===== config.mk =====
export PLATFORM = sky130hd
export DESIGN_NAME = alu_unit
export DESIGN_NICKNAME = d
export VERILOG_FILES = /design/src/exec_pkg.sv /design/src/alu_unit.sv
export VERILOG_INCLUDE_DIRS = /design/src
export SDC_FILE = /design/constraint.sdc
export NUM_CORES = 1
export LEC_CHECK = 0
export BUFFER_PORTS_ARGS = -buffer_cell sky130_fd_sc_hd__buf_2
export CAP_MARGIN = 5
export CORE_ASPECT_RATIO = 0.7
export CORE_MARGIN = 2
export CORE_UTILIZATION = 38
export DETAILED_ROUTE_END_ITERATION = 8
export GPL_TIMING_DRIVEN = 0
export SLEW_MARGIN = 20
export SYNTH_ARGS = -nofsm -noshare
export SYNTH_HDL_FRONTEND = slang
export SYNTH_SLANG_ARGS = --single-unit

===== constraint.sdc =====
create_clock -name vclk -period 4.8
set_input_delay 0.96 -clock vclk [all_inputs]
set_output_delay 0.96 -clock vclk [all_outputs]
set_load 0.02 [all_outputs]

===== src/exec_consts.svh =====
`ifndef EXEC_CONSTS_SVH
`define EXEC_CONSTS_SVH

// data path and address width
`define XLEN 32

// architectural register index width
`define REG_IDX_W 5

// completion buffer index, 8 entries
`define CB_IDX_W 3

// multiplier latency in clock edges
`define MUL_STAGES 3

// link value step for jumps
`define PC_STEP 4

// low target bits that must be zero for an aligned fetch
`define ALIGN_MASK 2'b11

`endif


===== src/exec_pkg.sv =====
`include "exec_consts.svh"

package exec_pkg;

  // operation codes seen by the execute stage
  // codes 12 to 15 are not defined and count as illegal
  typedef enum logic [3:0] {
    OP_ADD  = 4'd0,
    OP_SUB  = 4'd1,
    OP_AND  = 4'd2,
    OP_OR   = 4'd3,
    OP_XOR  = 4'd4,
    OP_SLT  = 4'd5,
    OP_BEQ  = 4'd6,
    OP_BNE  = 4'd7,
    OP_BLT  = 4'd8,
    OP_JAL  = 4'd9,
    OP_JALR = 4'd10,
    OP_MUL  = 4'd11
  } fu_op_t;

  // exception type reported with each completion buffer writeback
  typedef enum logic [1:0] {
    EXC_NONE       = 2'd0,
    EXC_ILLEGAL    = 2'd1,
    EXC_MAL_TARGET = 2'd2
  } exc_t;

  // one data word or address
  typedef logic [`XLEN-1:0] word_t;

  // destination register index
  typedef logic [`REG_IDX_W-1:0] reg_idx_t;

  // completion buffer slot
  typedef logic [`CB_IDX_W-1:0] cb_idx_t;

endpackage


===== src/alu_unit.sv =====
`timescale 1ns/100ps
`include "exec_consts.svh"

module alu_unit (
  input  exec_pkg::fu_op_t op,
  input  exec_pkg::word_t  rs1_data,
  input  exec_pkg::word_t  rs2_data,
  input  exec_pkg::word_t  pc,
  output exec_pkg::word_t  alu_result
);

  exec_pkg::word_t sum;
  exec_pkg::word_t diff;
  exec_pkg::word_t link;
  logic            less_signed;

  // adder and subtractor wrap at XLEN
  assign sum  = rs1_data + rs2_data;
  assign diff = rs1_data - rs2_data;

  // return address for jal and jalr
  assign link = pc + `PC_STEP;

  assign less_signed = $signed(rs1_data) < $signed(rs2_data);

  always_comb begin
    case (op)
      exec_pkg::OP_ADD: begin
        alu_result = sum;
      end
      exec_pkg::OP_SUB: begin
        alu_result = diff;
      end
      exec_pkg::OP_AND: begin
        alu_result = rs1_data & rs2_data;
      end
      exec_pkg::OP_OR: begin
        alu_result = rs1_data | rs2_data;
      end
      exec_pkg::OP_XOR: begin
        alu_result = rs1_data ^ rs2_data;
      end
      exec_pkg::OP_SLT: begin
        // zero extend the compare flag
        alu_result = {{(`XLEN-1){1'b0}}, less_signed};
      end
      exec_pkg::OP_JAL,
      exec_pkg::OP_JALR: begin
        alu_result = link;
      end
      default: begin
        // branches, multiply and illegal codes carry no alu data
        alu_result = '0;
      end
    endcase
  end

endmodule


## Word-level counts from Yosys, hierarchy flattened

Cells that the tools add are included.

- Word-level logic and storage cells: 17
- Output and inout bits: 32
- Flip-flop bits (word level): 0

- Reductions and logical operators: 2
- Bitwise gates (word level): 3
- Eq/ne operators: 7
- Order comparisons: 1
- Muxes and demuxes: 1
- $add $sub $neg: 3

Operator list:

| cell | number |
|---|---|
| $pmux W32 S7 | 1 |
| $add A32 B3 Y32 const B | 1 |
| $add A32 B32 Y32 | 1 |
| $and A32 B32 Y32 | 1 |
| $lt A32 B32 Y1 | 1 |
| $or A32 B32 Y32 | 1 |
| $sub A32 B32 Y32 | 1 |
| $xor A32 B32 Y32 | 1 |
| $eq A4 B2 Y1 const B | 2 |
| $eq A4 B3 Y1 const B | 2 |
| $eq A4 B4 Y1 const B | 2 |
| $eq A4 B1 Y1 const B | 1 |
| $logic_not A4 Y1 | 1 |
| $reduce_or A2 Y1 | 1 |

## Logic depth before layout (Yosys ltp)

- Word-level depth: 3
- Gate-level depth with buffers: 11
- Mapped depth without buffers: 11

## Worst setup path after synthesis

OpenSTA, ideal clock, no wires.

- Path kind: input -> output
- Start: input port rs1_data[0]
- End: output port alu_result[24]
- Path buffers: 0
- Setup slack: 589 ps
- Arrival: 3251 ps
- Stages on the path: 10
- Cells stage by stage: ha_1 -> fa_1 -> a21oi_1 -> o211ai_1 -> a211o_1 -> a41o_1 -> nor3_1 -> o31ai_1 -> xnor2_1 -> o21ai_0

- Cells in the longest elaborated chain, start to end: 2
- Elaborated cells on any way between the ends: 3
- Those cells by class: 2 x add/sub; 1 x mux

RTL lines:

| item | RTL line | source |
|---|---|---|
| start, declared | alu_unit.sv:6 | `input exec_pkg::word_t rs1_data,` |
| $sub A32 B32 Y32 / $add A32 B32 Y32 (equally long branches) | alu_unit.sv:19, alu_unit.sv:18 |  |
| $pmux W32 S7 * | alu_unit.sv:27 | `case (op)` |
| end, declared | alu_unit.sv:9 | `output exec_pkg::word_t alu_result` |

Every way passes the cells marked *; elsewhere a longest branch is shown, timed or not.

## Final worst setup path

- Start: input port op[1]
- End: output port alu_result[19]

- Cells in the longest elaborated chain, start to end: 3
- Elaborated cells on any way between the ends: 10
- Those cells by class: 7 x eq/ne; 1 x mux; 2 x reduce/logical

RTL lines:

| item | RTL line | source |
|---|---|---|
| start, declared | alu_unit.sv:5 | `input exec_pkg::fu_op_t op,` |
| $eq A4 B4 Y1 | alu_unit.sv:27 |  |
| $reduce_or A2 Y1 | alu_unit.sv:27 |  |
| $pmux W32 S7 * | alu_unit.sv:27 |  |

Marked as above.

==> summary.md <==
| Metric | Value |
|---|---|
| CP max stage delay | `~0.74 ns` |
| Syn_nets | `between 1k and 1.5k` |
| Io pins | `132` |
| Max-Cap Viols | `0` |
| HPWL after DPL | `around 21000 um` |
| Worst Hold End | `alu_result[2]` |
| Syn avg cell area | `6.73 sq um` |
| Routability cong. | `between 1 and 1.5` |
| Status | `finished, violations left` |
| Max Freq | `~210 MHz` |
| Worst path required time | `3.84 ns` |
| Synth area leader | `ha_1` |
| Synth cell count leaders | `ha_1, inv_1, a21oi_1` |
| Core ar. | `around 15000 sq um` |
| Setup crit end kind | `primary output` |
| Synth cell types | `between 70 and 80` |
| Clock buffers | `0` |
| Die Area | `~17000 sq um` |
| Mapped Cells | `between 800 and 900` |
| Area contributors post-synth | `ha_1, a21oi_1, inv_1, nor2_1, xnor2_1` |
| All-Layer GR Usage | `0.296` |
| Most frequent cell after synthesis | `ha_1` |
| Crit path kind | `primary input to primary output` |
| Netlist Area Pre-Place | `6030 sq um` |
| Leakage | `roughly 3.3 nW` |
| RSZ-0062 raised after global routing | `true` |
| TritonRoute pass-1 iters | `9` |
| Seq/Total Area, Yosys | `0` |
| Failing checks | `setup timing` |
| Layout cell share with drive strength beyond 1 | `0.193` |
| Hold Path Depth | `3` |
| Crit path buf inv count | `4` |
| Die height | `approximately 110 um` |
| Initial antenna violation count | `0` |
| DRC Markers | `0` |
| DR WL/cell | `21.5 um` |
| Hold Fails Final Rpt | `0` |
| Nets | `approximately 1.2k` |
| Routed Wire Length | `26400 um` |
| 1st-iter DRT viols | `960` |
| Syn-to-layout area delta | `18.0%` |
| Worst setup margin | `-0.0166 ns` |
| Peak supply drop | `0.0000432 V` |
| Slowest CP cell | `nor4b_2` |
| Die W | `about 150 um` |
| Cts-stage hold buffer count | `0` |
| Largest net degree at the start of global routing | `11` |
| Final Slew Violations | `0` |
| Hold Crit Class | `primary input to primary output` |
| Number of global-route vias before repair | `6647` |
| Yosys top cell area share | `0.235` |
| Max FO, Critical Path | `10` |
| CP Launch Type | `primary input` |
| Tcrit/Tclk final | `1.00` |
| Grt ovf | `0` |
| IO Port Bufs | `~130` |
| First-pass GRT wire length | `~39000 um` |
| Pwr per Cell Area | `~120 nW/um^2` |
| Worst Max-Slew Pin Slew | `roughly 1.1 ns` |
| PnR Total Power | `0.859 mW` |
| Filler cells | `approximately 1.7k` |
| Synth Warn # | `0` |
| Placed insts | `1225` |
| Multi-input gate area in the final layout | `between 5000 and 6000 sq um` |
| Finish-stage setup viols | `1` |
| ANT nets after route | `0` |
| Num rows | `38` |
| ANT cells | `0` |
| Hold Crit Start | `pc[2]` |
| Top delay family on crit path | `buffers and inverters` |
| Minimum clock period | `around 4.8 ns` |
| Worst Path Arrival | `slightly below 4 ns` |
| Slew HR | `0.285` |
| Seq cells | `0` |
| Cell-by-cell listing of the critical path | `clkbuf_1, nor4b_2, buf_2, clkbuf_1, a221oi_1, o221ai_1, buf_2` |
| Initial Util | `0.389` |
| Via count | `7660` |
| Final std cells w/o fill | `1230` |
| Register Area | `0 sq um` |
| Drt via density | `6.23` |
==> layout by cell type, fill, tap and decap left out, types with 5 or more instances in the layout <==
master and count:
mux2i_1 5, nor3_1 22, nand3_1 27, buf_2 145, nor2b_1 9, nand4_1 16, xnor2_1 33, and3_1 7
a21oi_1 79, nor4_1 10, a211oi_1 6, nor2_1 77, xor2_1 14, nand2_1 58, o31a_1 5, o31ai_1 11
o211ai_1 11, a221oi_1 22, o21ai_1 10, buf_4 9, a31oi_1 8, inv_1 103, ha_1 112, clkbuf_1 23
o221ai_1 15, a21o_1 9, o22ai_1 7, and2_1 6, o21ai_0 47, o21a_1 6, o21bai_1 13
==> layout make-up <==
| cell class | count | area share |
|---|---|---|
| tap | 200 | 0.0352 |
| buffer | 48 | 0.0304 |
| inverter | 103 | 0.0543 |
| timing repair buffer | 134 | 0.0971 |
| multi-input combinational | 745 | 0.783 |
==> cell families (layout without fill, tap and decap cells) <==
| logic type | Yosys count | count (layout) | share of synthesized area |
|---|---|---|---|
| simple gates | 268 | 268 | 0.220 |
| compound gates | 310 | 310 | 0.362 |
| buf+inv | 151 | 285 | 0.100 |
| xor+xnor | 47 | 47 | 0.0683 |
| mux | 5 | 5 | 0.00830 |
| fa+ha+maj | 115 | 115 | 0.241 |
==> per-layer routing <==
layer,track usage,share of wire,vias to the layer above
met4,0.0291,0.010,0
met2,0.424,0.38,531
li1,-,-,3546
met1,0.454,0.47,3558
met3,0.0713,0.14,25
met5,0,0,-
==> metrics by stage <==
step	TNS [ns]	util	setup WS, ns	cell area (sq um)	hold slack, ns
2_1_floorplan	0	-	0.589	6030	2.14
3_3_place_gp	-3.74	0.447	-0.305	6920	2.27
3_5_place_dp	-0.498	0.447	-0.153	6930	2.27
4_1_cts	0	0.448	0.0115	6950	2.27
5_1_grt	-0.0905	0.459	-0.0830	7110	2.29
6_report	-0.0166	0.459	-0.0166	7110	2.27
==> worst max path at each step <==
| stage | from | cells after the start | slack [ns] | end |
|---|---|---|---|---|
| 6_report | op[1] | 7 | -0.02 | alu_result[19] |
| 5_1_grt | rs2_data[0] | 12 | -0.08 | alu_result[28] |
| 4_1_cts | rs2_data[0] | 12 | 0.01 | alu_result[28] |
| 3_5_place_dp | rs2_data[0] | 12 | -0.15 | alu_result[26] |
| 3_3_place_gp | op[1] | 9 | -0.31 | alu_result[18] |
| 2_1_floorplan | rs1_data[0] | 10 | 0.59 | alu_result[24] |
==> what timing repair did <==
action                     in CTS  in global routing
buffers inserted                1                  4
setup endpoints to repair       7                 14
resized for setup               2                 26
pin swaps                       1                 12
==> power by group <==
group | internal, mW | switching, mW | total [mW]
logic | 0.303 | 0.556 | 0.859
clock network | 0 | 0 | 0
registers | 0 | 0 | 0
(Power assumes the default switching activity.)
