### src/exec_consts.svh
`ifndef EXEC_CONSTS_SVH
`define EXEC_CONSTS_SVH

// data path and address width
`define XLEN 32

// architectural register index width
`define REG_IDX_W 5

// completion buffer index, 8 entries
`define CB_IDX_W 3

// multiplier latency in clock edges
`define MUL_STAGES 3

// link value step for jumps
`define PC_STEP 4

// low target bits that must be zero for an aligned fetch
`define ALIGN_MASK 2'b11

`endif

### src/exec_pkg.sv
`include "exec_consts.svh"

package exec_pkg;

  // operation codes seen by the execute stage
  // codes 12 to 15 are not defined and count as illegal
  typedef enum logic [3:0] {
    OP_ADD  = 4'd0,
    OP_SUB  = 4'd1,
    OP_AND  = 4'd2,
    OP_OR   = 4'd3,
    OP_XOR  = 4'd4,
    OP_SLT  = 4'd5,
    OP_BEQ  = 4'd6,
    OP_BNE  = 4'd7,
    OP_BLT  = 4'd8,
    OP_JAL  = 4'd9,
    OP_JALR = 4'd10,
    OP_MUL  = 4'd11
  } fu_op_t;

  // exception type reported with each completion buffer writeback
  typedef enum logic [1:0] {
    EXC_NONE       = 2'd0,
    EXC_ILLEGAL    = 2'd1,
    EXC_MAL_TARGET = 2'd2
  } exc_t;

  // one data word or address
  typedef logic [`XLEN-1:0] word_t;

  // destination register index
  typedef logic [`REG_IDX_W-1:0] reg_idx_t;

  // completion buffer slot
  typedef logic [`CB_IDX_W-1:0] cb_idx_t;

endpackage

### src/mul_pipe.sv
`timescale 1ns/100ps
`include "exec_consts.svh"

module mul_pipe (
  input  logic               CLK,
  input  logic               nRST,
  input  logic               issue_valid,
  input  exec_pkg::fu_op_t   op,
  input  exec_pkg::word_t    rs1_data,
  input  exec_pkg::word_t    rs2_data,
  input  exec_pkg::reg_idx_t rd,
  input  exec_pkg::cb_idx_t  cb_index,
  output logic               mul_valid,
  output exec_pkg::word_t    mul_result,
  output exec_pkg::reg_idx_t mul_rd,
  output exec_pkg::cb_idx_t  mul_index
);

  localparam int HALF = `XLEN / 2;

  logic                  start;
  logic                  vld     [`MUL_STAGES];
  exec_pkg::reg_idx_t    rd_q    [`MUL_STAGES];
  exec_pkg::cb_idx_t     index_q [`MUL_STAGES];

  // stage 1 operands, stage 2 partial products, stage 3 product
  exec_pkg::word_t       op_a;
  exec_pkg::word_t       op_b;
  exec_pkg::word_t       pp_low;
  logic [HALF-1:0]       pp_cross;
  exec_pkg::word_t       product;

  assign start = issue_valid && (op == exec_pkg::OP_MUL);

  // valid bits step once per clock so back to back issues stay apart
  always_ff @(posedge CLK or negedge nRST) begin
    if (!nRST) begin
      for (int i = 0; i < `MUL_STAGES; i++) begin
        vld[i] <= 1'b0;
      end
    end else begin
      vld[0] <= start;
      for (int i = 1; i < `MUL_STAGES; i++) begin
        vld[i] <= vld[i-1];
      end
    end
  end

  // tag and data ride alongside the valid bits
  always_ff @(posedge CLK) begin
    rd_q[0]    <= rd;
    index_q[0] <= cb_index;
    for (int i = 1; i < `MUL_STAGES; i++) begin
      rd_q[i]    <= rd_q[i-1];
      index_q[i] <= index_q[i-1];
    end
    op_a     <= rs1_data;
    op_b     <= rs2_data;
    // only the low cross term bits reach the low product word
    pp_low   <= op_a[HALF-1:0] * op_b[HALF-1:0];
    pp_cross <= op_a[HALF-1:0] * op_b[`XLEN-1:HALF] + op_a[`XLEN-1:HALF] * op_b[HALF-1:0];
    product  <= pp_low + {pp_cross, {HALF{1'b0}}};
  end

  assign mul_valid  = vld[`MUL_STAGES-1];
  assign mul_result = product;
  assign mul_rd     = rd_q[`MUL_STAGES-1];
  assign mul_index  = index_q[`MUL_STAGES-1];

  mul_valid_known: assert property (
    @(posedge CLK) disable iff (!nRST) !$isunknown(mul_valid)
  );

endmodule

### config.mk
export PLATFORM = sky130hd
export DESIGN_NAME = mul_pipe
export DESIGN_NICKNAME = d
export VERILOG_FILES = /design/src/exec_pkg.sv /design/src/mul_pipe.sv
export VERILOG_INCLUDE_DIRS = /design/src
export SDC_FILE = /design/constraint.sdc
export NUM_CORES = 1
export LEC_CHECK = 0
export BUFFER_PORTS_ARGS = -buffer_cell sky130_fd_sc_hd__buf_4
export CORE_MARGIN = 2
export CORE_UTILIZATION = 30
export CTS_CLUSTER_SIZE = 40
export DETAILED_ROUTE_END_ITERATION = 16
export PLACE_DENSITY_LB_ADDON = 0.3
export SYNTH_ARGS = -nofsm -noshare
export SYNTH_HDL_FRONTEND = slang
export SYNTH_SLANG_ARGS = --single-unit
### constraint.sdc
create_clock -name CLK -period 8.1 [get_ports CLK]
set_input_delay 2.43 -clock CLK [delete_from_list [all_inputs] [get_ports CLK]]
set_output_delay 2.43 -clock CLK [all_outputs]
set_load 0.02 [all_outputs]
# Word-level counts from Yosys, hierarchy flattened
# Memories as Yosys holds them, arrays and structs flattened.
# Index checks and enable logic that the tools add are counted.
# classes
n_addsub,2
multipliers,3
n_eq_ne,1
n_reduce_logical,1
# ops
operator,n
adder 32 bit,1
multiplier 16 x 16 -> 16 bit,2
multiplier 16 x 16 -> 32 bit,1
adder 16 bit,1
"== test 4 bit, second input constant",1
logical AND 1 bit,1
# totals
ff_bits,147
ramBits,24
memories,2
# memory_table
name,depth,width,rd,rd_clocked_by_memory_dff,write_ports,line_no,source
rd_q,3,5,3,0,3,mul_pipe.sv:23,exec_pkg::reg_idx_t rd_q [`MUL_STAGES];
index_q,3,3,3,0,3,mul_pipe.sv:24,exec_pkg::cb_idx_t index_q [`MUL_STAGES];

# Depth between registers and ports, before layout
# Gate-level depths: netlist of the first run.
# logic_depth
ltp_word,2
mapped_depth,24

# Worst setup path after synthesis of the first run
# No wires, ideal clock.
# synth_timing
path_kind,register to register
start,reg op_a[12]
end,reg pp_cross[15]
setup_ns,0.127
arrival_time_ns,6.126
required_time_ns,7.973
path_slack_ns,1.847
stages_incl_launch_ff,25
n_path_buf,2
period_less_slack_ns,6.253
cell_sequence,dfxtp_1 -> clkbuf_1 -> clkbuf_1 -> nand2_1 -> fa_1 -> inv_1 -> fa_1 -> inv_1 -> fa_1 -> inv_1 -> fa_1 -> inv_1 -> fa_1 -> fa_1 -> inv_1 -> fa_1 -> fa_1 -> xor2_1 -> xnor2_1 -> xnor2_1 -> xnor2_1 -> xnor2_1 -> xnor2_1 -> xnor2_1 -> xnor2_1
# synth_via
elab_chain_cells,2
# synth_rtl
item,line_no,source
start: declaration,mul_pipe.sv:27,exec_pkg::word_t op_a;
start signal: assignment,mul_pipe.sv:57,op_a <= rs1_data;
multiplier 16 x 16 -> 16 bit,mul_pipe.sv:61,pp_cross <= op_a[HALF-1:0] * op_b[`XLEN-1:HALF] + op_a[`XLEN-1:HALF] * op_b[HALF-1:0];
adder 16 bit,mul_pipe.sv:61,
end signal: assignment,mul_pipe.sv:61,
end: declaration,mul_pipe.sv:30,logic [HALF-1:0] pp_cross;
# Every way passes these cells.

# Worst setup path in the final report of the first run
# layout_timing
start,reg op_a[11]
end,reg pp_cross[15]
# The elaborated chain is that of the path after synthesis.

==> reports/qor.yml, run 1 <==
worst_setup_path:
  crit_type: "reg -> reg"
  crit_start: "op_a[11]"
  cp-start-kind: "flop"
  r2r-start: "op_a[11]"
  critPathArrivalTime_ns: 7.25
  r2r-end: "pp_cross[15]"
  path_cells: "nand2_1 > fa_1 > inv_1 > fa_1 > inv_1 > fa_1 > inv_1 > fa_1 > inv_1 > fa_1 > fa_1 > inv_1 > fa_1 > fa_1 > xor2_1 > xnor2_1 > xnor2_1 > xnor2_1 > xnor2_1 > xnor2_1 > xnor2_1 > xnor2_1"
  crit_end: "pp_cross[15]"
  path_max_fanout: 21
  cp-end-kind: "flop"
  reg2reg_slack_ns: 1.24
  max_stage_delay_ns: 1.06
  critPathRequiredTime_ns: 8.49
  crit_slowest_cell: "dfxtp_1"
  cp_common_cell: "fa_1"
  rr_worst_depth: 22
sta:
  setup_viol: 0
  finalMaxSlewViolations: 0
  clock.fmax_mhz: 145.7
  rsz0062_at_grt: "no"
  finalCritPeriodShare_pct: 84.72
  finalSetupTns_ns: 0
  post-route-min-period_ns: 6.863
  fin_skew_ns: 0.01273
  max_slew_margin_pct: 16.66
  finalHoldViolations: 0
  worst_pin_slew_ns: 1.248
route:
  num_vias: 14090
  via_per_inst: 4.541
  routed_wl_um: 53830
  wire_per_inst_um: 17.34
  drtPass1Iterations: 6
  dr.first_iter.drc_count: 735
  drc: 0
  antenna_left: 0
yosys:
  synthTopCellsByArea: "fa_1 37%, dfxtp_1 16%, ha_1 13%"
  postSynthAreaPerCell_um2: 9.601
  synth_warnings: 0
  ys.flop_type: "dfxtp_1"
  yosys_register_bits: 171
  synth-edff-count: 0
  synthesis.area_um2: 20530
  synth_top_area_share_pct: 36.96
  synth_top_area_cell: "fa_1"
  synth.distinct_cells: 49
  syn_inst: 2138
  syn_nets: 2806
  async_flop_share_pct: 1.754
  ys_seq_area_share_pct: 16.75
cts:
  cts_tree: "built"
  cts_resized: 0
  post_cts_buffers: 0
  cts_hold_buffers: 0
  ctsHtreeMaxLevel: 4
  cts_buffers: 17
  cts_root_buf: "clkbuf_16"
  cts_sinks: 171
  cts.clk_slew.worst_paths_ns: 0.08
  clk_latency_ns: 0.50
  cts_buffer_depth: 2
final_layout:
  drive_gt1_share_pct: 8.700
  nFillCells: 6921
  finalNetCount: 2885
  syn2layout_area_growth_pct: 11.97
  seq_area_um2: 3438
  multi_input_area_um2: 15110
placed_design:
  hpwl_um: 43630
  gp_congestion: 0.8762
  portBuffers: 119
grt:
  grt-ovfl-total: 0
  track_usage_pct: 16.26
  grt_pass1_wl_um: 87210
  antenna_found_initial: 1
  grt_max_degree: 32
  grt_pass1_vias: 15720
min_path:
  hp-class: "reg -> reg"
  holdPathStages: 0
floorplanning:
  die_x_um: 265.6
  fp.dieH_um: 265.6
  core_area_um2: 67400
  ios: 120
  start_util_pct: 30.46
  die-area_um2: 70530
  core.rowCount: 95
flow_run:
  cap_violations: 0
outcome:
  outcome: "finished, final reports clean"
[metal layers]
layer | share of wire [%] | track usage, % | up-vias
met2 | 48 | 27.03 | 358
met1 | 44 | 20.99 | 7174
li1 | - | - | 6502
met4 | 2.8 | 5.998 | 0
met3 | 5.2 | 3.129 | 60
met5 | 0 | 0 | -
[cells in the final DEF, fill, tap and decap left out, types with 2 or more instances in the layout]
cell | Yosys | final
a211oi_1 | 3 | 3
a21boi_0 | 2 | 2
a21o_1 | 11 | 11
a21oi_1 | 49 | 49
a311oi_1 | 3 | 3
a31o_2 | 2 | 2
and2_1 | 276 | 276
and3_1 | 7 | 7
buf_4 | 8 | 151
clkbuf_16 | 0 | 17
clkinv_4 | 0 | 2
clkinv_8 | 0 | 3
dfrtp_1 | 3 | 3
dfxtp_1 | 168 | 168
fa_1 | 379 | 379
ha_1 | 210 | 210
inv_1 | 428 | 428
inv_6 | 0 | 6
inv_8 | 0 | 2
nand2_1 | 278 | 278
nand2b_1 | 3 | 3
nand3_1 | 8 | 8
nand4_1 | 3 | 3
nor2_1 | 24 | 24
nor2b_1 | 8 | 8
nor3_1 | 11 | 11
o21a_1 | 2 | 2
o21ai_0 | 21 | 21
o21ai_1 | 2 | 2
o21bai_1 | 5 | 5
o311ai_1 | 2 | 2
o31ai_1 | 5 | 5
or2_2 | 5 | 5
xnor2_1 | 89 | 89
xor2_1 | 22 | 22
[cell families (layout without fill, tap and decap cells)]
family | count (synthesis) | after routing | share of synthesized area, %
compound gates | 120 | 120 | 3.694
xor+xnor | 111 | 111 | 4.736
fa+ha+maj | 589 | 589 | 49.77
buf+inv | 519 | 611 | 9.637
flops | 171 | 171 | 16.75
other cells | 0 | 1 | 0
simple gates | 628 | 628 | 15.42
[sequential cells by signal, indices dropped and copies added (netlist names)]
name and cells:
pp_cross 16, mul_result 32, op_a 32, index_q 9, op_b 32, vld 2
pp_low 32, rd_q 15, mul_valid 1
[how the worst min path moves through the flow]
stage	startpoint	endpoint	slack, ns
finish	rd_q[0][3]	rd_q[0][8]	0.33
global route	rd_q[0][0]	rd_q[0][5]	0.33
CTS	rd_q[0][0]	rd_q[0][5]	0.33
detailed placement	rd_q[0][0]	rd_q[0][5]	0.31
global placement	rd_q[0][2]	rd_q[0][7]	0.31
floorplan	index_q[0][0]	index_q[0][3]	0.31
[layout make-up]
| cell class | count | share of cell area [%] |
|---|---|---|
| repair buffers | 151 | 4.932 |
| clock buffers | 18 | 1.867 |
| well taps | 873 | 4.753 |
| inverters | 428 | 6.990 |
| diodes | 1 | 0.01089 |
| flip-flops and latches | 171 | 14.96 |
| clock inverters | 14 | 0.7458 |
| multi-input cells | 1448 | 65.74 |
[metrics by stage]
step / utilization, % / worst slack (ns) / area (um^2) / hold slack [ns] / instances
after global placement: 33.21 / 1.301 / 22380 / 0.3104 / 3071
after CTS: 34.10 / 1.227 / 22980 / 0.3279 / 3103
after global routing: 34.10 / 0.8616 / 22980 / 0.3323 / 3103
after floorplan: - / 1.847 / 20530 / 0.3096 / 2138
after detailed placement: 33.21 / 1.232 / 22380 / 0.3121 / 3071
final: 34.10 / 1.238 / 22980 / 0.3289 / 3104
[worst max-delay path, delay by kind of cell, from the launching register on]
kind	cells	cell delay, ns
xor+xnor	8	1.32
buf+inv	5	0.26
flops	1	1.06
simple gates	1	0.18
fa+ha+maj	8	3.91
[synth_stat cells (all sizes together) (22+ instances only)]
cell	instances
inv	428
fa	379
nand2	278
and2	276
ha	210
dfxtp	168
xnor2	89
clkbuf	83
a21oi	49
nor2	24
o21ai	23
xor2	22
Power of run 1 is left out: the tool's default activity adds up to more than one toggle a clock period on the data nets, which glitch-free logic cannot reach.
==> inputs of run 2 (changes only) <==
==> constraint.sdc (replaced) <==
create_clock -name CLK -period 5.6 [get_ports CLK]
set_input_delay 1.68 -clock CLK [delete_from_list [all_inputs] [get_ports CLK]]
set_output_delay 1.68 -clock CLK [all_outputs]
set_load 0.02 [all_outputs]
==> reports/qor.yml, run 2 (synthesis results as in run 1) <==
final_layout:
  utilization_pct: 38.18
  multi_input_area_um2: 15710
  finalNetCount: 3104
  antenna_cells: 0
  seq_area_um2: 3480
  final_common_cell: "inv_1"
  drive_gt1_share_pct: 22.38
  syn2layout_area_growth_pct: 25.35
  layout_common_cells: "409 x inv_1, 366 x fa_1, 322 x buf_4, 269 x nand2_1, 265 x and2_1"
  nFillCells: 6719
floorplanning:
  die-area_um2: 70530
  core_area_um2: 67400
  die_x_um: 265.6
  core.rowCount: 95
  start_util_pct: 30.46
  fp.dieH_um: 265.6
  ios: 120
worst_setup_path:
  crit_type: "reg -> reg"
  critPathRequiredTime_ns: 6.03
  path_max_fanout: 6
  critPathArrivalTime_ns: 6.52
  cp-start-kind: "flop"
  reg2reg_slack_ns: -0.49
  cp-end-kind: "flop"
grt:
  grt_pass1_wl_um: 90310
  grt-ovfl-total: 0
  antenna_found_initial: 3
  grt_pass1_vias: 16550
  grt_max_degree: 21
  track_usage_pct: 16.85
min_path:
  hp-class: "reg -> reg"
sta:
  post-route-min-period_ns: 6.088
  finalMaxSlewViolations: 0
  clock.fmax_mhz: 164.3
  rsz0062_at_grt: "yes"
  setup_viol: 19
  max_slew_margin_pct: 58.70
  setup_ws_ns: -0.4879
  fin_skew_ns: 0.01653
  finalSetupTns_ns: -4.322
  worst_pin_slew_ns: 0.6117
  finalHoldViolations: 0
  finalCritPeriodShare_pct: 108.7
  hold_ws_ns: 0.3174
cts:
  ctsHtreeMaxLevel: 4
  cts_tree: "built"
  cts_buffers: 17
  clk_latency_ns: 0.50
  cts.clk_slew.worst_paths_ns: 0.09
  cts_root_buf: "clkbuf_16"
  cts_sinks: 171
  cts_buffer_depth: 2
flow_run:
  cap_violations: 0
placed_design:
  hpwl_um: 47590
  gp_congestion: 0.8673
  portBuffers: 119
route:
  antenna_left: 0
  drc: 0
  wire_per_inst_um: 17.07
  via_per_inst: 4.476
  routed_wl_um: 56710
  dr.first_iter.drc_count: 782
  drtPass1Iterations: 5
  num_vias: 14870
outcome:
  outcome: "finished with violations"
  violations: "negative setup slack"
-- run 2: cell count changes in the layout (fill, tap and decap cells not counted), sizes merged --
cell,delta
clkinv,-3
clkbuf,-1
buf,+219
inv,+4
diode,-1
-- run 2: worst max-delay path, cell delays in order, from the launching register on --
cell and delay [ns]:
dfxtp_2 0.36, and2_4 0.17, fa_1 0.54, inv_1 0.05
fa_1 0.45, fa_1 0.51, inv_2 0.05, ha_4 0.25
inv_2 0.03, fa_1 0.55, inv_2 0.05, fa_1 0.53
inv_1 0.05, fa_1 0.49, inv_2 0.04, fa_1 0.57
ha_4 0.21, a21boi_4 0.14, o21ai_4 0.17, a21oi_2 0.09
a41o_1 0.28, o41ai_2 0.25, xnor2_1 0.16
-- run 2: worst paths after layout --
| check | to | cells past startpoint | start |
|---|---|---|---|
| max in group asynchronous | vld[2] | 1 | nRST |
| setup reg to reg | pp_cross[15] | 22 | op_b[18] |
| hold reg to reg | rd_q[0][10] | 0 | rd_q[0][5] |
| hold / removal | rd_q[0][10] | 0 | rd_q[0][5] |
| min in group asynchronous | vld[1] | 1 | nRST |
| setup / recovery | pp_cross[15] | 22 | op_b[18] |
-- run 2: repair_timing --
| item | in CTS | in global routing |
|---|---|---|
| hold endpoints to repair | 0 | 0 |
| hold buffers | 0 | 0 |
| resized for setup | 145 | 36 |
| pin swaps | 81 | 17 |
| buffers inserted | 36 | 2 |
| endpoints found under the setup margin | 25 | 25 |
-- run 2: routing by layer --
metal / global-route usage, % / vias up / wire, um
met1: 21.79 / 7497 / 25200
met4: 6.817 / 2 / 2048
li1: - / 6944 / -
met2: 27.47 / 342 / 26520
met5: 0 / - / 10
met3: 3.555 / 85 / 2930
-- run 2: area by class of cell --
| cell class | instances | area share [%] |
|---|---|---|
| Tap cell | 873 | 4.245 |
| Clock buffer | 17 | 1.653 |
| Sequential cell | 171 | 13.52 |
| Inverter | 428 | 6.254 |
| Clock inverter | 15 | 0.7975 |
| Timing Repair Buffer | 370 | 12.46 |
| Multi-Input combinational cell | 1448 | 61.07 |
-- run 2: metrics by stage --
step           setup WS [ns]  instances  instance area (um^2)
2_1_floorplan        -0.3017       2138                 20740
3_3_place_gp         -0.5227       3257                 24190
3_5_place_dp         -0.5870       3257                 24190
4_1_cts              -0.4668       3321                 25600
5_1_grt              -0.7131       3322                 25730
6_report             -0.4879       3322                 25730
Power of run 2 is left out for the same reason.
