## src/exec_consts.svh

```systemverilog
`ifndef EXEC_CONSTS_SVH
`define EXEC_CONSTS_SVH

// data path and address width
`define XLEN 32

// architectural register index width
`define REG_IDX_W 5

// completion buffer index, 8 entries
`define CB_IDX_W 3

// multiplier latency in clock edges
`define MUL_STAGES 3

// link value step for jumps
`define PC_STEP 4

// low target bits that must be zero for an aligned fetch
`define ALIGN_MASK 2'b11

`endif

```

## src/exec_pkg.sv

```systemverilog
`include "exec_consts.svh"

package exec_pkg;

  // operation codes seen by the execute stage
  // codes 12 to 15 are not defined and count as illegal
  typedef enum logic [3:0] {
    OP_ADD  = 4'd0,
    OP_SUB  = 4'd1,
    OP_AND  = 4'd2,
    OP_OR   = 4'd3,
    OP_XOR  = 4'd4,
    OP_SLT  = 4'd5,
    OP_BEQ  = 4'd6,
    OP_BNE  = 4'd7,
    OP_BLT  = 4'd8,
    OP_JAL  = 4'd9,
    OP_JALR = 4'd10,
    OP_MUL  = 4'd11
  } fu_op_t;

  // exception type reported with each completion buffer writeback
  typedef enum logic [1:0] {
    EXC_NONE       = 2'd0,
    EXC_ILLEGAL    = 2'd1,
    EXC_MAL_TARGET = 2'd2
  } exc_t;

  // one data word or address
  typedef logic [`XLEN-1:0] word_t;

  // destination register index
  typedef logic [`REG_IDX_W-1:0] reg_idx_t;

  // completion buffer slot
  typedef logic [`CB_IDX_W-1:0] cb_idx_t;

endpackage

```

## src/branch_resolve.sv

```systemverilog
`timescale 1ns/100ps
`include "exec_consts.svh"

module branch_resolve (
  input  logic             CLK,
  input  logic             nRST,
  input  logic             issue_valid,
  input  exec_pkg::fu_op_t op,
  input  exec_pkg::word_t  rs1_data,
  input  exec_pkg::word_t  rs2_data,
  input  exec_pkg::word_t  imm,
  input  exec_pkg::word_t  pc,
  input  logic             prediction,
  output logic             mal_target,
  output logic             redirect,
  output exec_pkg::word_t  redirect_addr,
  output logic             redirect_ff
);

  logic            is_branch;
  logic            is_jump;
  logic            taken;
  logic            mispredict;
  exec_pkg::word_t pc_next;
  exec_pkg::word_t pc_target;
  exec_pkg::word_t jalr_target;
  exec_pkg::word_t jump_target;
  exec_pkg::word_t check_target;

  assign is_branch = (op == exec_pkg::OP_BEQ) || (op == exec_pkg::OP_BNE) ||
                     (op == exec_pkg::OP_BLT);
  assign is_jump   = (op == exec_pkg::OP_JAL) || (op == exec_pkg::OP_JALR);

  // branch condition
  always_comb begin
    case (op)
      exec_pkg::OP_BEQ: taken = (rs1_data == rs2_data);
      exec_pkg::OP_BNE: taken = (rs1_data != rs2_data);
      exec_pkg::OP_BLT: taken = ($signed(rs1_data) < $signed(rs2_data));
      default:          taken = 1'b0;
    endcase
  end

  // pc relative target serves both branches and jal
  assign pc_target   = pc + imm;
  assign pc_next     = pc + `PC_STEP;
  assign jalr_target = (rs1_data + imm) & ~exec_pkg::word_t'(1);
  assign jump_target = (op == exec_pkg::OP_JALR) ? jalr_target : pc_target;

  // a target with either low bit set cannot be fetched
  assign check_target = is_jump ? jump_target : pc_target;
  assign mal_target   = issue_valid && (is_branch || is_jump) &&
                        (|(check_target[1:0] & `ALIGN_MASK));

  assign mispredict = is_branch && (prediction ^ taken);

  // jumps always redirect, branches only on a wrong guess
  assign redirect = issue_valid && !mal_target && (is_jump || mispredict);

  always_comb begin
    if (is_jump) begin
      redirect_addr = jump_target;
    end else if (taken) begin
      redirect_addr = pc_target;
    end else begin
      redirect_addr = pc_next;
    end
  end

  always_ff @(posedge CLK or negedge nRST) begin
    if (!nRST) begin
      redirect_ff <= 1'b0;
    end else begin
      redirect_ff <= redirect;
    end
  end

  // a faulting target must never steer fetch
  redirect_aligned: assert property (
    @(posedge CLK) disable iff (!nRST)
      redirect |-> ((redirect_addr[1:0] & `ALIGN_MASK) == 2'b00)
  );

endmodule

```

## config.mk

```make
export PLATFORM = sky130hd
export DESIGN_NAME = branch_resolve
export DESIGN_NICKNAME = d
export VERILOG_FILES = /design/src/exec_pkg.sv /design/src/branch_resolve.sv
export VERILOG_INCLUDE_DIRS = /design/src
export SDC_FILE = /design/constraint.sdc
export NUM_CORES = 1
export LEC_CHECK = 0
export BUFFER_PORTS_ARGS = -buffer_cell sky130_fd_sc_hd__buf_2
export CORE_UTILIZATION = 25
export DETAILED_ROUTE_END_ITERATION = 10
export PLACE_DENSITY = 0.54
export SETUP_SLACK_MARGIN = 0.15
export SYNTH_ARGS = -nofsm -noshare
export SYNTH_HDL_FRONTEND = slang
export SYNTH_SLANG_ARGS = --single-unit
```

## constraint.sdc

```tcl
create_clock -name CLK -period 3.3 [get_ports CLK]
set_input_delay 0.165 -clock CLK [delete_from_list [all_inputs] [get_ports CLK]]
set_output_delay 0.165 -clock CLK [all_outputs]
set_load 0.005 [all_outputs]
```

Word level (Yosys, flattened, before mapping)
Index checks and enable logic that the tools add are counted.

Add/sub/neg operators: 3. $lt $le $gt $ge: 1. Eq/ne operators: 7. Muxes and demuxes: 5. Bitwise operators: 1. Reduce and logical (&&, ||, !) cells: 12.

Operators by type and width (count): 32-bit two-way mux (3); 32-bit adder (2); 32-bit by 3-bit adder with 32-bit output, second input constant (1); 32-bit equality test (1); 32-bit less-than comparator (1); 32-bit inequality test (1); 4-bit equality test, second input constant (3); 4-bit by 3-bit equality test with 1-bit output, second input constant (2); 1-bit logical AND (5); 1-bit logical OR (5); 1-bit one-hot mux with 3 select lines (1); 2-bit two-way mux (1); 2-bit OR reduction (1); 1-bit logical NOT (1); 1-bit XOR (1).

Bits in registers: 1. Bits of input ports: 136.

Depth between registers and ports, before layout
Gate-level depths: netlist of run 1.

Word-level depth: 9. Gate-level depth with buffers: 14.

Least setup slack after synthesis of run 1
No wires, ideal clock.

Kind: input port to output port. Start point: input rs2_data[13]. End point: output redirect_addr[31]. Arrival: 2.468 ns. Required time: 3.135 ns. Slack: 0.667 ns. Stages: 12. Cell sequence: inv_1 > ha_1 > a21oi_1 > nor2_1 > a2111o_1 > o32ai_2 > mux2i_2 > nor2_4 > mux2i_1 > o32ai_2 > a21oi_1 > a211o_1.

Longest elaborated chain between the ends: 4. Elaborated cells between the ends (all ways): 6. Those cells by class: order compare (1); eq/ne (2); mux (3).

RTL lines: start, declared (RTL line branch_resolve.sv:10) `input exec_pkg::word_t rs2_data,`; 32-bit less-than comparator (tied with other cells) (RTL line branch_resolve.sv:39) `exec_pkg::OP_BLT: taken = ($signed(rs1_data) < $signed(rs2_data));`; 1-bit one-hot mux with 3 select lines (*) (RTL line branch_resolve.sv:36) `case (op)`; 32-bit two-way mux (*) (RTL line branch_resolve.sv:63) `end else if (taken) begin`; 32-bit two-way mux (*) (RTL line branch_resolve.sv:61) `if (is_jump) begin`; end, declared (RTL line branch_resolve.sv:16) `output exec_pkg::word_t redirect_addr,`.

Every way passes the cells marked *; elsewhere a longest branch is shown, timed or not.

Worst setup path in the final report of run 1
Start point: input rs1_data[1]. End point: output redirect_addr[31].

Longest elaborated chain between the ends: 4. Elaborated cells between the ends (all ways): 8. Those cells by class: add/sub (1); order compare (1); eq/ne (2); mux (4).

RTL lines: start, declared (RTL line branch_resolve.sv:9) `input exec_pkg::word_t rs1_data,`; 32-bit less-than comparator (tied with other cells) (RTL line branch_resolve.sv:39); 1-bit one-hot mux with 3 select lines (RTL line branch_resolve.sv:36); 32-bit two-way mux (RTL line branch_resolve.sv:63); 32-bit two-way mux (*) (RTL line branch_resolve.sv:61).

Marks and branches as above.

==> results of run 1 <==
## worst max-delay path: cells and delay by family
family	cells	cell delay, ns
mux	2	0.53
fa+ha+maj	1	0.21
buf+inv	5	0.65
simple gates	3	0.32
compound gates	5	1.04
## timing repair
| action | 4_1_cts | 5_1_grt |
|---|---|---|
| hold buffers | 1 | 0 |
| hold endpoints to repair | 1 | 0 |
| pin swaps | 13 | 36 |
| setup buffers | 3 | 11 |
| resized for setup | 23 | 66 |
| endpoints found under the setup margin | 20 | 24 |
| gates cloned | 0 | 0 |
## how the worst max path moves through the flow
| stage | startpoint | depth (start not counted) | slack [ns] | endpoint |
|---|---|---|---|---|
| 2_1_floorplan | rs2_data[13] | 12 | 0.67 | redirect_addr[31] |
| 3_3_place_gp | rs1_data[1] | 15 | -0.03 | redirect_addr[31] |
| 3_5_place_dp | rs1_data[1] | 15 | -0.02 | redirect_addr[31] |
| 4_1_cts | rs1_data[1] | 15 | 0.12 | redirect_addr[31] |
| 5_1_grt | imm[2] | 15 | 0.08 | redirect_addr[31] |
| 6_report | rs1_data[1] | 16 | 0.23 | redirect_addr[31] |
## per-stage QoR
stage / hold WS, ns / std cells
2_1_floorplan: -0.1306 / 800
3_3_place_gp: -0.05781 / 1276
3_5_place_dp: -0.05915 / 1276
4_1_cts: 0.4831 / 1280
5_1_grt: 0.4966 / 1292
6_report: 0.4744 / 1292
## metal layers
| metal | GRT usage | up-vias | wire length, um |
|---|---|---|---|
| met5 | 0 | - | 0 |
| met4 | 0.01531 | 0 | 187 |
| met3 | 0.008537 | 8 | 1004 |
| met2 | 0.3116 | 174 | 9707 |
| met1 | 0.2427 | 3005 | 9959 |
| li1 | - | 3390 | - |
## final cells by class
cell class | instances | area (sq um) | area share
diodes | 1 | 2.502 | 0.0003330
repair buffers | 247 | 1509 | 0.2008
inverters | 47 | 176.4 | 0.02348
multi-input cells | 721 | 5458 | 0.7263
well taps | 275 | 344.1 | 0.04579
flip-flops and latches | 1 | 25.02 | 0.003330
## cells by family after synthesis
| group | after synthesis | share of synthesized area |
|---|---|---|
| AO/OA/AOI/OAI | 277 | 0.3310 |
| XOR/XNOR | 83 | 0.1336 |
| adder cells (fa/ha/maj) | 96 | 0.2234 |
| buffers and inverters | 78 | 0.05563 |
| flip-flops | 1 | 0.004597 |
| multiplexers | 10 | 0.01931 |
| AND/OR/NAND/NOR | 255 | 0.2324 |
## power groups by stage
stage                     combinational [mW]    clock [mW]  sequential (mW)
final                                   1.30  0.0000000406           0.0128
after global routing                    1.43  0.0000000406           0.0128
after CTS                               1.21             0           0.0128
after detailed placement                1.18             0           0.0128
after global placement                  1.18             0           0.0128
after floorplan                        0.752             0           0.0129
## layout by cell type (no fill, tap or decap), types with 4 or more instances in the layout
| cell | Yosys | routed |
|---|---|---|
| sky130_fd_sc_hd__buf_2 | 5 | 167 |
| sky130_fd_sc_hd__nand2_1 | 88 | 88 |
| sky130_fd_sc_hd__ha_1 | 94 | 86 |
| sky130_fd_sc_hd__a21oi_1 | 86 | 80 |
| sky130_fd_sc_hd__buf_4 | 1 | 65 |
| sky130_fd_sc_hd__inv_1 | 47 | 47 |
| sky130_fd_sc_hd__o21ai_0 | 59 | 47 |
| sky130_fd_sc_hd__xnor2_1 | 47 | 46 |
| sky130_fd_sc_hd__nor2_1 | 46 | 45 |
| sky130_fd_sc_hd__xor2_1 | 36 | 36 |
| sky130_fd_sc_hd__a21o_1 | 35 | 35 |
| sky130_fd_sc_hd__nand3_1 | 24 | 24 |
| sky130_fd_sc_hd__nand4_1 | 17 | 17 |
| sky130_fd_sc_hd__o211ai_1 | 16 | 16 |
| sky130_fd_sc_hd__nand2b_1 | 13 | 13 |
| sky130_fd_sc_hd__nor3_1 | 14 | 13 |
| sky130_fd_sc_hd__and3_1 | 12 | 12 |
| sky130_fd_sc_hd__buf_6 | 0 | 12 |
| sky130_fd_sc_hd__o21ai_1 | 6 | 11 |
| sky130_fd_sc_hd__a22oi_1 | 8 | 8 |
| sky130_fd_sc_hd__nor2b_1 | 7 | 6 |
| sky130_fd_sc_hd__o21a_1 | 6 | 6 |
| sky130_fd_sc_hd__o21ai_2 | 1 | 6 |
| sky130_fd_sc_hd__a21oi_2 | 0 | 6 |
| sky130_fd_sc_hd__and4_1 | 6 | 6 |
| sky130_fd_sc_hd__mux2i_1 | 8 | 6 |
| sky130_fd_sc_hd__a211oi_1 | 7 | 5 |
| sky130_fd_sc_hd__a31oi_1 | 8 | 5 |
| sky130_fd_sc_hd__o21bai_1 | 5 | 5 |
| sky130_fd_sc_hd__ha_4 | 0 | 5 |
| sky130_fd_sc_hd__and2_1 | 4 | 4 |
| sky130_fd_sc_hd__a211oi_2 | 2 | 4 |
==> impl_metrics.ini, run 1 <==
[die]
floorplan.die.height_um = 149.6
floorplan.die.width_um = 149.6
ios = 171
floorplan.core_area_sq_um = 21150
initial_utilization = 0.2573
die-area_sq_um = 22370
core.rowCount = 53

[run]
max_cap_viol_count = 0

[global_route]
global_route.overflow_total = 0
gr-usage-all-layers = 0.1765
vias_in_the_first_global_route = 6172
grt_antenna_before_repair = 1
grt_max_degree = 28
grt_pass1_wl_mm = 31.63

[pwr]
pwr-share-clk = 0
power_consumption_mw = 1.311
switching_share = 0.5342
p_sw_uw = 700.3
pd_cells_nw_per_um2 = 174.4
power_frac_seq = 0.010
leakagePower_nw = 3.613
irDropWorstVdd_mv = 0.05071
cellInternalPower_uw = 610.6
combinationalPowerShare = 0.990

[synth]
seq_area_frac_synth = 0.004598
synth.lib_cells_used.distinct = 74
syn-num-nets = 1032
synth_top_area_frac = 0.2161
synth_seq_cells = 1
asyncSetResetFlopFracSynth = 1.000
postSynth.topFlopCell = sky130_fd_sc_hd__dfrtp_1
synthDominantAreaCellType = sky130_fd_sc_hd__ha_1
yosys.cell_count.top_type = sky130_fd_sc_hd__ha_1
synth.yosys.warnings = 0
syn-instance-count = 800
syn_area_per_cell_sq_um = 6.803
ys_top_cells_by_area = sky130_fd_sc_hd__ha_1 (22%), sky130_fd_sc_hd__a21oi_1 (7.9%), sky130_fd_sc_hd__xnor2_1 (7.6%)
synth_cell_count_leaders = sky130_fd_sc_hd__ha_1 (94), sky130_fd_sc_hd__nand2_1 (88), sky130_fd_sc_hd__a21oi_1 (86)
synth-edff-count = 0
mappedNetlistArea_sq_um = 5443

[setup_path]
slowest_delay_ns = 0.36
crit_required_ns = 3.13
worst-endpoint-arrival_ns = 2.91
worst-setup-path-type = primary input to primary output
worst_setup_ep_type = primary output
worstPathCellList = buf_6 > buf_6 > ha_4 > nor2b_4 > o211ai_1 > a2111oi_2 > buf_4 > o32ai_4 > mux2i_4 > nor2_4 > mux2i_2 > buf_4 > nor3_4 > a31oi_2 > a211o_1 > buf_2
timing.critical_path.from_type = primary input
cp_slowest_cell = sky130_fd_sc_hd__mux2i_4
worstPathMaxFanout = 3

[sta]
rsz0062_at_grt = true
finalHoldViolCount = 0
finalCritPeriodShare = 0.9313
fmax_mhz = 325.4
worst_slew_pin_slew_ns = 0.6711
finalSetupViolations = 0
worst_slew_margin_rel = 0.5515
min_period_ns = 3.073
maxSlewViolCount = 0
finalWorstSetupSlack_ns = 0.2267
setup_tns_ns = 0

[placed_design]
place.detailed.hpwl_mm = 17.67
gp_routability_congestion = 0.8747
postPlaceCellArea_sq_um = 6989
numPortBuffers = 170
placement.setup.worst_slack_ns = -0.01838

[status]
status = complete, no violations

[route]
vias_after_detailed_routing = 6577
first_pass_iters = 5
route.final.wire_length_mm = 20.86
drt_first_iter_violations = 315
detailed_route_drc_error_count = 0
avgViaCountPerCell = 5.091
route.detailed.wl_per_inst_um = 16.14
drtAntennaViolNets = 0

[finish]
area.growth.synth_to_final_pct = 38.07
finalInstanceArea_sq_um = 7515
flip_flop_count_of_the_largest_register_all_copies_and_words_added = 1
largest_registers_in_the_final_layout = redirect_ff: 1 flops
final_net_count = 1250
fin_util = 0.3552
fill_cells = 2318
final_layout_size_suffix_gt1_frac = 0.3061
registers.top_by_ff_count = redirect_ff

[min_path]
timing.hold.worst.class = primary input to async pin

[clocking]
clk_pin_slew_worst_paths_ns = 0
Note: power is estimated with default switching activity, not from simulation.
==> inputs of run 2 (changes only) <==
--- a/config.mk
+++ b/config.mk
@@ -6,10 +6,11 @@
 export SDC_FILE = /design/constraint.sdc
 export NUM_CORES = 1
 export LEC_CHECK = 0
+export ABC_AREA = 1
 export BUFFER_PORTS_ARGS = -buffer_cell sky130_fd_sc_hd__buf_2
 export CORE_UTILIZATION = 25
 export DETAILED_ROUTE_END_ITERATION = 10
-export PLACE_DENSITY = 0.54
+export PLACE_DENSITY = 0.53
 export SETUP_SLACK_MARGIN = 0.15
 export SYNTH_ARGS = -nofsm -noshare
 export SYNTH_HDL_FRONTEND = slang
==> run 2 against run 1 <==
Net effect: global-route usage up 3.7 points; synthesized cell count is 55% higher; first-iteration DRC count up 120%; via count up 30%; sequential share of layout area about the same; critical path depth fell by 1; combinational power about the same; synthesized area is 22% higher; total power rose by 1.0%; hold slack gained 0.0092 ns; largest power group unchanged; highest routed layer unchanged.
==> impl_metrics.ini, run 2 <==
[finish]
layout_commonest_cell = sky130_fd_sc_hd__nand2_1
area.growth.synth_to_final_pct = 18.40
insertedDiodeCount = 0
registers.top_by_ff_count = redirect_ff
final_net_count = 1632
flip_flop_count_of_the_largest_register_all_copies_and_words_added = 1
largest_registers_in_the_final_layout = redirect_ff: 1 flops
final_layout_size_suffix_gt1_frac = 0.1416
most_frequent_cells_in_the_layout = sky130_fd_sc_hd__nand2_1 (357), sky130_fd_sc_hd__inv_1 (180), sky130_fd_sc_hd__buf_2 (170), sky130_fd_sc_hd__nand3_1 (137), sky130_fd_sc_hd__nor2_1 (116)

[pwr]
pd_cells_nw_per_um2 = 168.5
irDropWorstVdd_mv = 0.06071
power_frac_seq = 0.010
p_sw_uw = 842.8
switching_share = 0.6363
leakagePower_nw = 4.246
cellInternalPower_uw = 481.6
combinationalPowerShare = 0.990
pwr-share-clk = 0

[setup_path]
timing.critical_path.depth = 15
cpLargestDelayFamily = simple AND/OR/NAND/NOR gates
cp_slowest_cell = sky130_fd_sc_hd__ha_1
worstPathCellList = buf_2 > ha_1 > nand2_1 > nor2_2 > nand2_1 > nor2_2 > nand2_1 > nand2_1 > nand2_1 > nand3_4 > buf_4 > nand3b_1 > nand3_1 > nand2_1 > buf_2
critPathMostFrequentCell = sky130_fd_sc_hd__nand2_1
worst-path-buf-inv = 3
worst-endpoint-arrival_ns = 2.66
timing.critical_path.from_type = primary input
worstPathMaxFanout = 33
startpoint = rs1_data[31]
slowest_delay_ns = 0.45
crit_required_ns = 3.13
worst_setup_ep_type = primary output
worst-setup-path-type = primary input to primary output

[die]
die-area_sq_um = 27210
floorplan.die.height_um = 164.9
ios = 171
initial_utilization = 0.2547
core.rowCount = 59
floorplan.core_area_sq_um = 26060
floorplan.die.width_um = 164.9

[sta]
finalHoldViolCount = 0
setup_tns_ns = 0
maxSlewViolCount = 0
rsz0062_at_grt = false
finalSetupViolations = 0
finalCritPeriodShare = 0.8573
worst_slew_pin_slew_ns = 0.6141
fmax_mhz = 353.5
worst_slew_margin_rel = 0.5868
min_period_ns = 2.829
holdWs_ns = 0.4836

[synth]
syn-instance-count = 1239
synth-edff-count = 0
ys_top_cells_by_area = sky130_fd_sc_hd__nand2_1 (20%), sky130_fd_sc_hd__ha_1 (18%), sky130_fd_sc_hd__nand3_1 (10%)
synth.lib_cells_used.distinct = 40
mappedNetlistArea_sq_um = 6638
seq_area_frac_synth = 0.003770
synthDominantAreaCellType = sky130_fd_sc_hd__nand2_1
synth.yosys.warnings = 0
synth_top_area_frac = 0.2019
synth_seq_cells = 1
syn_area_per_cell_sq_um = 5.357
yosys.cell_count.top_type = sky130_fd_sc_hd__nand2_1
asyncSetResetFlopFracSynth = 1.000
postSynth.topFlopCell = sky130_fd_sc_hd__dfrtp_1
synth_cell_count_leaders = sky130_fd_sc_hd__nand2_1 (357), sky130_fd_sc_hd__inv_1 (180), sky130_fd_sc_hd__nand3_1 (137)
syn-num-nets = 1471

[placed_design]
numPortBuffers = 170
place.detailed.hpwl_mm = 26.37
gp_routability_congestion = 0.9636

[route]
route.final.wire_length_mm = 29.52
vias_after_detailed_routing = 8576
route.detailed.wl_per_inst_um = 17.04
drt_first_iter_violations = 699
detailed_route_drc_error_count = 0
first_pass_iters = 5
drtAntennaViolNets = 0
avgViaCountPerCell = 4.949

[clocking]
holdBufCountCts = 1
cts_resized = 0
clk_pin_slew_worst_paths_ns = 0
post-cts-setup-buffers = 0

[global_route]
grt_pass1_wl_mm = 44.36
global_route.overflow_total = 0
grt_antenna_before_repair = 0
grt_max_degree = 37
vias_in_the_first_global_route = 7934
gr-usage-all-layers = 0.2140

[run]
max_cap_viol_count = 0

[status]
status = complete, no violations

[min_path]
timing.hold.worst.class = primary input to async pin
[run 2: cell types whose count changed after synthesis, sizes merged, moves of 12 or more]
cell	before	now
inv	47	181
nor2	49	121
and3	12	0
o21bai	5	19
clkbuf	25	7
a21o	35	5
nand3	24	138
nand2b	13	0
nand3b	3	19
xnor2	47	22
nand2	88	358
[run 2: per-layer routing]
metal  global-route usage  part of all wire  vias up
li1                     -                 -     4412
met2               0.3522              0.43      303
met3              0.01130             0.055       37
met5                    0                 0        -
met4              0.05505             0.029        0
met1               0.3009              0.48     3824
[run 2: worst paths after layout]
path,endpoint,slack (ns)
worst max-delay path,redirect_addr[19],0.47
worst min-delay path,redirect_ff,0.48
max in group asynchronous,redirect_ff,2.73
min in group CLK,redirect_ff,0.50
[run 2: cell families (layout without fill, tap and decap cells)]
family,Yosys count,count (layout),synth area share
xor gates and xnor gates,58,58,0.07653
adders and majority gates,96,96,0.1832
AOI/OAI and AO/OA,198,198,0.1721
muxes,1,1,0.001508
DFF,1,1,0.003769
buffers and inverters,202,361,0.1212
and+or+nand+nor,683,683,0.4417
[run 2: cell type report]
type	instances	area [sq um]
Inverter	182	683.2
Tap cell	335	419.2
Multi-Input combinational cell	1036	5811
Sequential cell	1	25.02
Timing Repair Buffer	179	920.9
Fill cell	3070	18200
[run 2: through the flow]
stage	worst slack [ns]	std cells	power, mW	cell area (sq um)	utilization
after floorplan	1.324	1239	0.8424	6638	-
after global placement	0.5377	1732	1.311	7849	0.3012
after detailed placement	0.5785	1732	1.311	7849	0.3012
after CTS	0.5658	1733	1.319	7859	0.3016
after global routing	0.3333	1733	1.482	7859	0.3016
final	0.4708	1733	1.324	7859	0.3016
[run 2: power by group through the flow]
stage	clock network, mW	registers [mW]	logic, mW
2_1_floorplan	0	0.0129	0.830
3_3_place_gp	0	0.0128	1.30
3_5_place_dp	0	0.0128	1.30
4_1_cts	0	0.0128	1.31
5_1_grt	0	0.0129	1.47
6_report	0	0.0128	1.31
==> inputs of run 3 (changes only) <==
--- a/config.mk
+++ b/config.mk
@@ -7,10 +7,11 @@
 export NUM_CORES = 1
 export LEC_CHECK = 0
 export ABC_AREA = 1
-export BUFFER_PORTS_ARGS = -buffer_cell sky130_fd_sc_hd__buf_2
 export CORE_UTILIZATION = 25
 export DETAILED_ROUTE_END_ITERATION = 10
-export PLACE_DENSITY = 0.53
+export DONT_BUFFER_PORTS = 1
+export GPL_TIMING_DRIVEN = 0
+export PLACE_DENSITY = 0.47
 export SETUP_SLACK_MARGIN = 0.15
 export SYNTH_ARGS = -nofsm -noshare
 export SYNTH_HDL_FRONTEND = slang
==> run 3 against run 2 <==
Net effect: global-route usage shrank 0.31 points; critical path depth down 1; worst setup slack improved by 0.32 ns; die area did not move; final cell count decreased by 9.1%; flip-flop and latch count unchanged; routed wire length fell by 1.2%; total power is 13% lower; maximum frequency increased by 13%; core utilization fell by 3.0 points; design area fell by 10%; largest cell class unchanged.
==> impl_metrics.ini, run 3 (same netlist as run 2, synthesis figures left out) <==
[finish]
layout_commonest_cell = sky130_fd_sc_hd__nand2_1
insertedDiodeCount = 0
flip_flop_count_of_the_largest_register_all_copies_and_words_added = 1
most_frequent_cells_in_the_layout = sky130_fd_sc_hd__nand2_1 (357), sky130_fd_sc_hd__inv_1 (180), sky130_fd_sc_hd__nand3_1 (137), sky130_fd_sc_hd__nor2_1 (117), sky130_fd_sc_hd__ha_1 (94)
fin_util = 0.2712
largest_registers_in_the_final_layout = redirect_ff: 1 flops
finalInstanceArea_sq_um = 7067
final_net_count = 1474
stdcell_count = 1575
final_layout_size_suffix_gt1_frac = 0.02581
registers.top_by_ff_count = redirect_ff
area.growth.synth_to_final_pct = 6.466

[global_route]
grt_max_degree = 11
gr-usage-all-layers = 0.2109
global_route.overflow_total = 0
vias_in_the_first_global_route = 7409
grt_pass1_wl_mm = 43.13
grt_antenna_before_repair = 0

[setup_path]
worst_setup_ep_type = primary output
worstPathMaxFanout = 10
worst-endpoint-arrival_ns = 2.34
timing.critical_path.from_type = primary input
crit_required_ns = 3.13
worst-setup-path-type = primary input to primary output

[sta]
setup_tns_ns = 0
maxSlewViolCount = 0
fmax_mhz = 399.3
min_period_ns = 2.505
finalSetupViolations = 0
finalWorstSetupSlack_ns = 0.7953
finalHoldViolCount = 0
worst_slew_margin_rel = 0.5751
finalCritPeriodShare = 0.7590
worst_slew_pin_slew_ns = 0.6373
holdWs_ns = 0.3820
rsz0062_at_grt = false

[clocking]
post-cts-setup-buffers = 0
clk_pin_slew_worst_paths_ns = 0

[pwr]
p_sw_uw = 754.2
pd_cells_nw_per_um2 = 163.0
cellInternalPower_uw = 397.7
pwr-share-clk = 0
irDropWorstVdd_mv = 0.05615
leakagePower_nw = 3.595
combinationalPowerShare = 0.989
power_consumption_mw = 1.152
switching_share = 0.6547
power_frac_seq = 0.011

[placed_design]
postPlaceCellArea_sq_um = 7057
placement.setup.worst_slack_ns = 0.8198
dpl.cell_count = 1574
numPortBuffers = 0
place.detailed.hpwl_mm = 26.32
gp_routability_congestion = 0.9304

[run]
max_cap_viol_count = 0

[route]
route.detailed.wl_per_inst_um = 18.51
drt_first_iter_violations = 691
detailed_route_drc_error_count = 0
route.final.wire_length_mm = 29.16
drtAntennaViolNets = 0
avgViaCountPerCell = 5.053
first_pass_iters = 6
vias_after_detailed_routing = 7958

[die]
floorplan.die.height_um = 164.9
core.rowCount = 59
initial_utilization = 0.2547
die-area_sq_um = 27210
floorplan.die.width_um = 164.9
floorplan.core_area_sq_um = 26060
ios = 171

[min_path]
timing.hold.worst.class = primary input to async pin

[status]
status = complete, no violations
[run 3: changes by cell type in the layout (fill, tap and decap cells not counted)]
cell / delta
sky130_fd_sc_hd__buf_1: +1
sky130_fd_sc_hd__clkbuf_1: +6
sky130_fd_sc_hd__buf_2: -163
sky130_fd_sc_hd__buf_6: +4
sky130_fd_sc_hd__nor2_1: +1
sky130_fd_sc_hd__nor2_2: -1
sky130_fd_sc_hd__clkbuf_4: +1
sky130_fd_sc_hd__buf_4: -7
[run 3: power by group through the flow]
stage                     clock, mW  combinational [mW]  sequential [mW]
after detailed placement          0                1.12           0.0129
after global placement            0                1.11           0.0129
after CTS                         0                1.12           0.0129
after global routing              0                1.29           0.0130
final                             0                1.14           0.0129
after floorplan                   0               0.830           0.0129
[run 3: final cells by class]
type	instances	area [sq um]
timing repair buffer	1	10.01
buffer	20	121.4
multi-input combinational	1036	5808
sequential	1	25.02
inverter	182	683.2
fill	3044	18990
tap	335	419.2
[run 3: critical path, cell delays in order]
cell and delay, ns:
sky130_fd_sc_hd__inv_1 0.02, sky130_fd_sc_hd__ha_1 0.42, sky130_fd_sc_hd__nand2_1 0.13, sky130_fd_sc_hd__nor2_2 0.13, sky130_fd_sc_hd__nand2_1 0.15, sky130_fd_sc_hd__nor2_2 0.25
sky130_fd_sc_hd__nand2_1 0.08, sky130_fd_sc_hd__nand2_1 0.08, sky130_fd_sc_hd__nand3b_2 0.22, sky130_fd_sc_hd__nand2_4 0.23, sky130_fd_sc_hd__buf_6 0.18, sky130_fd_sc_hd__nand2_1 0.06
sky130_fd_sc_hd__nand3_1 0.07, sky130_fd_sc_hd__nand2_1 0.14
[run 3: timing repair]
action	in CTS	in global routing
setup endpoints to repair	0	0
hold buffers	1	0
resized for setup	0	0
hold endpoints to repair	1	0
[run 3: final timing paths]
kind | start | to | slack [ns] | cells past startpoint
min | nRST | redirect_ff | 0.38 | 1
max | rs2_data[31] | redirect_addr[14] | 0.80 | 14
min in group CLK | issue_valid | redirect_ff | 0.42 | 4
max in group asynchronous | nRST | redirect_ff | 2.82 | 1
[run 3: metal layers]
layer | vias up | GRT usage | share of wire
li1 | 4100 | - | -
met1 | 3541 | 0.2850 | 0.46
met2 | 304 | 0.3407 | 0.42
met3 | 13 | 0.05776 | 0.11
met4 | 0 | 0.02252 | 0.013
met5 | - | 0 | 0
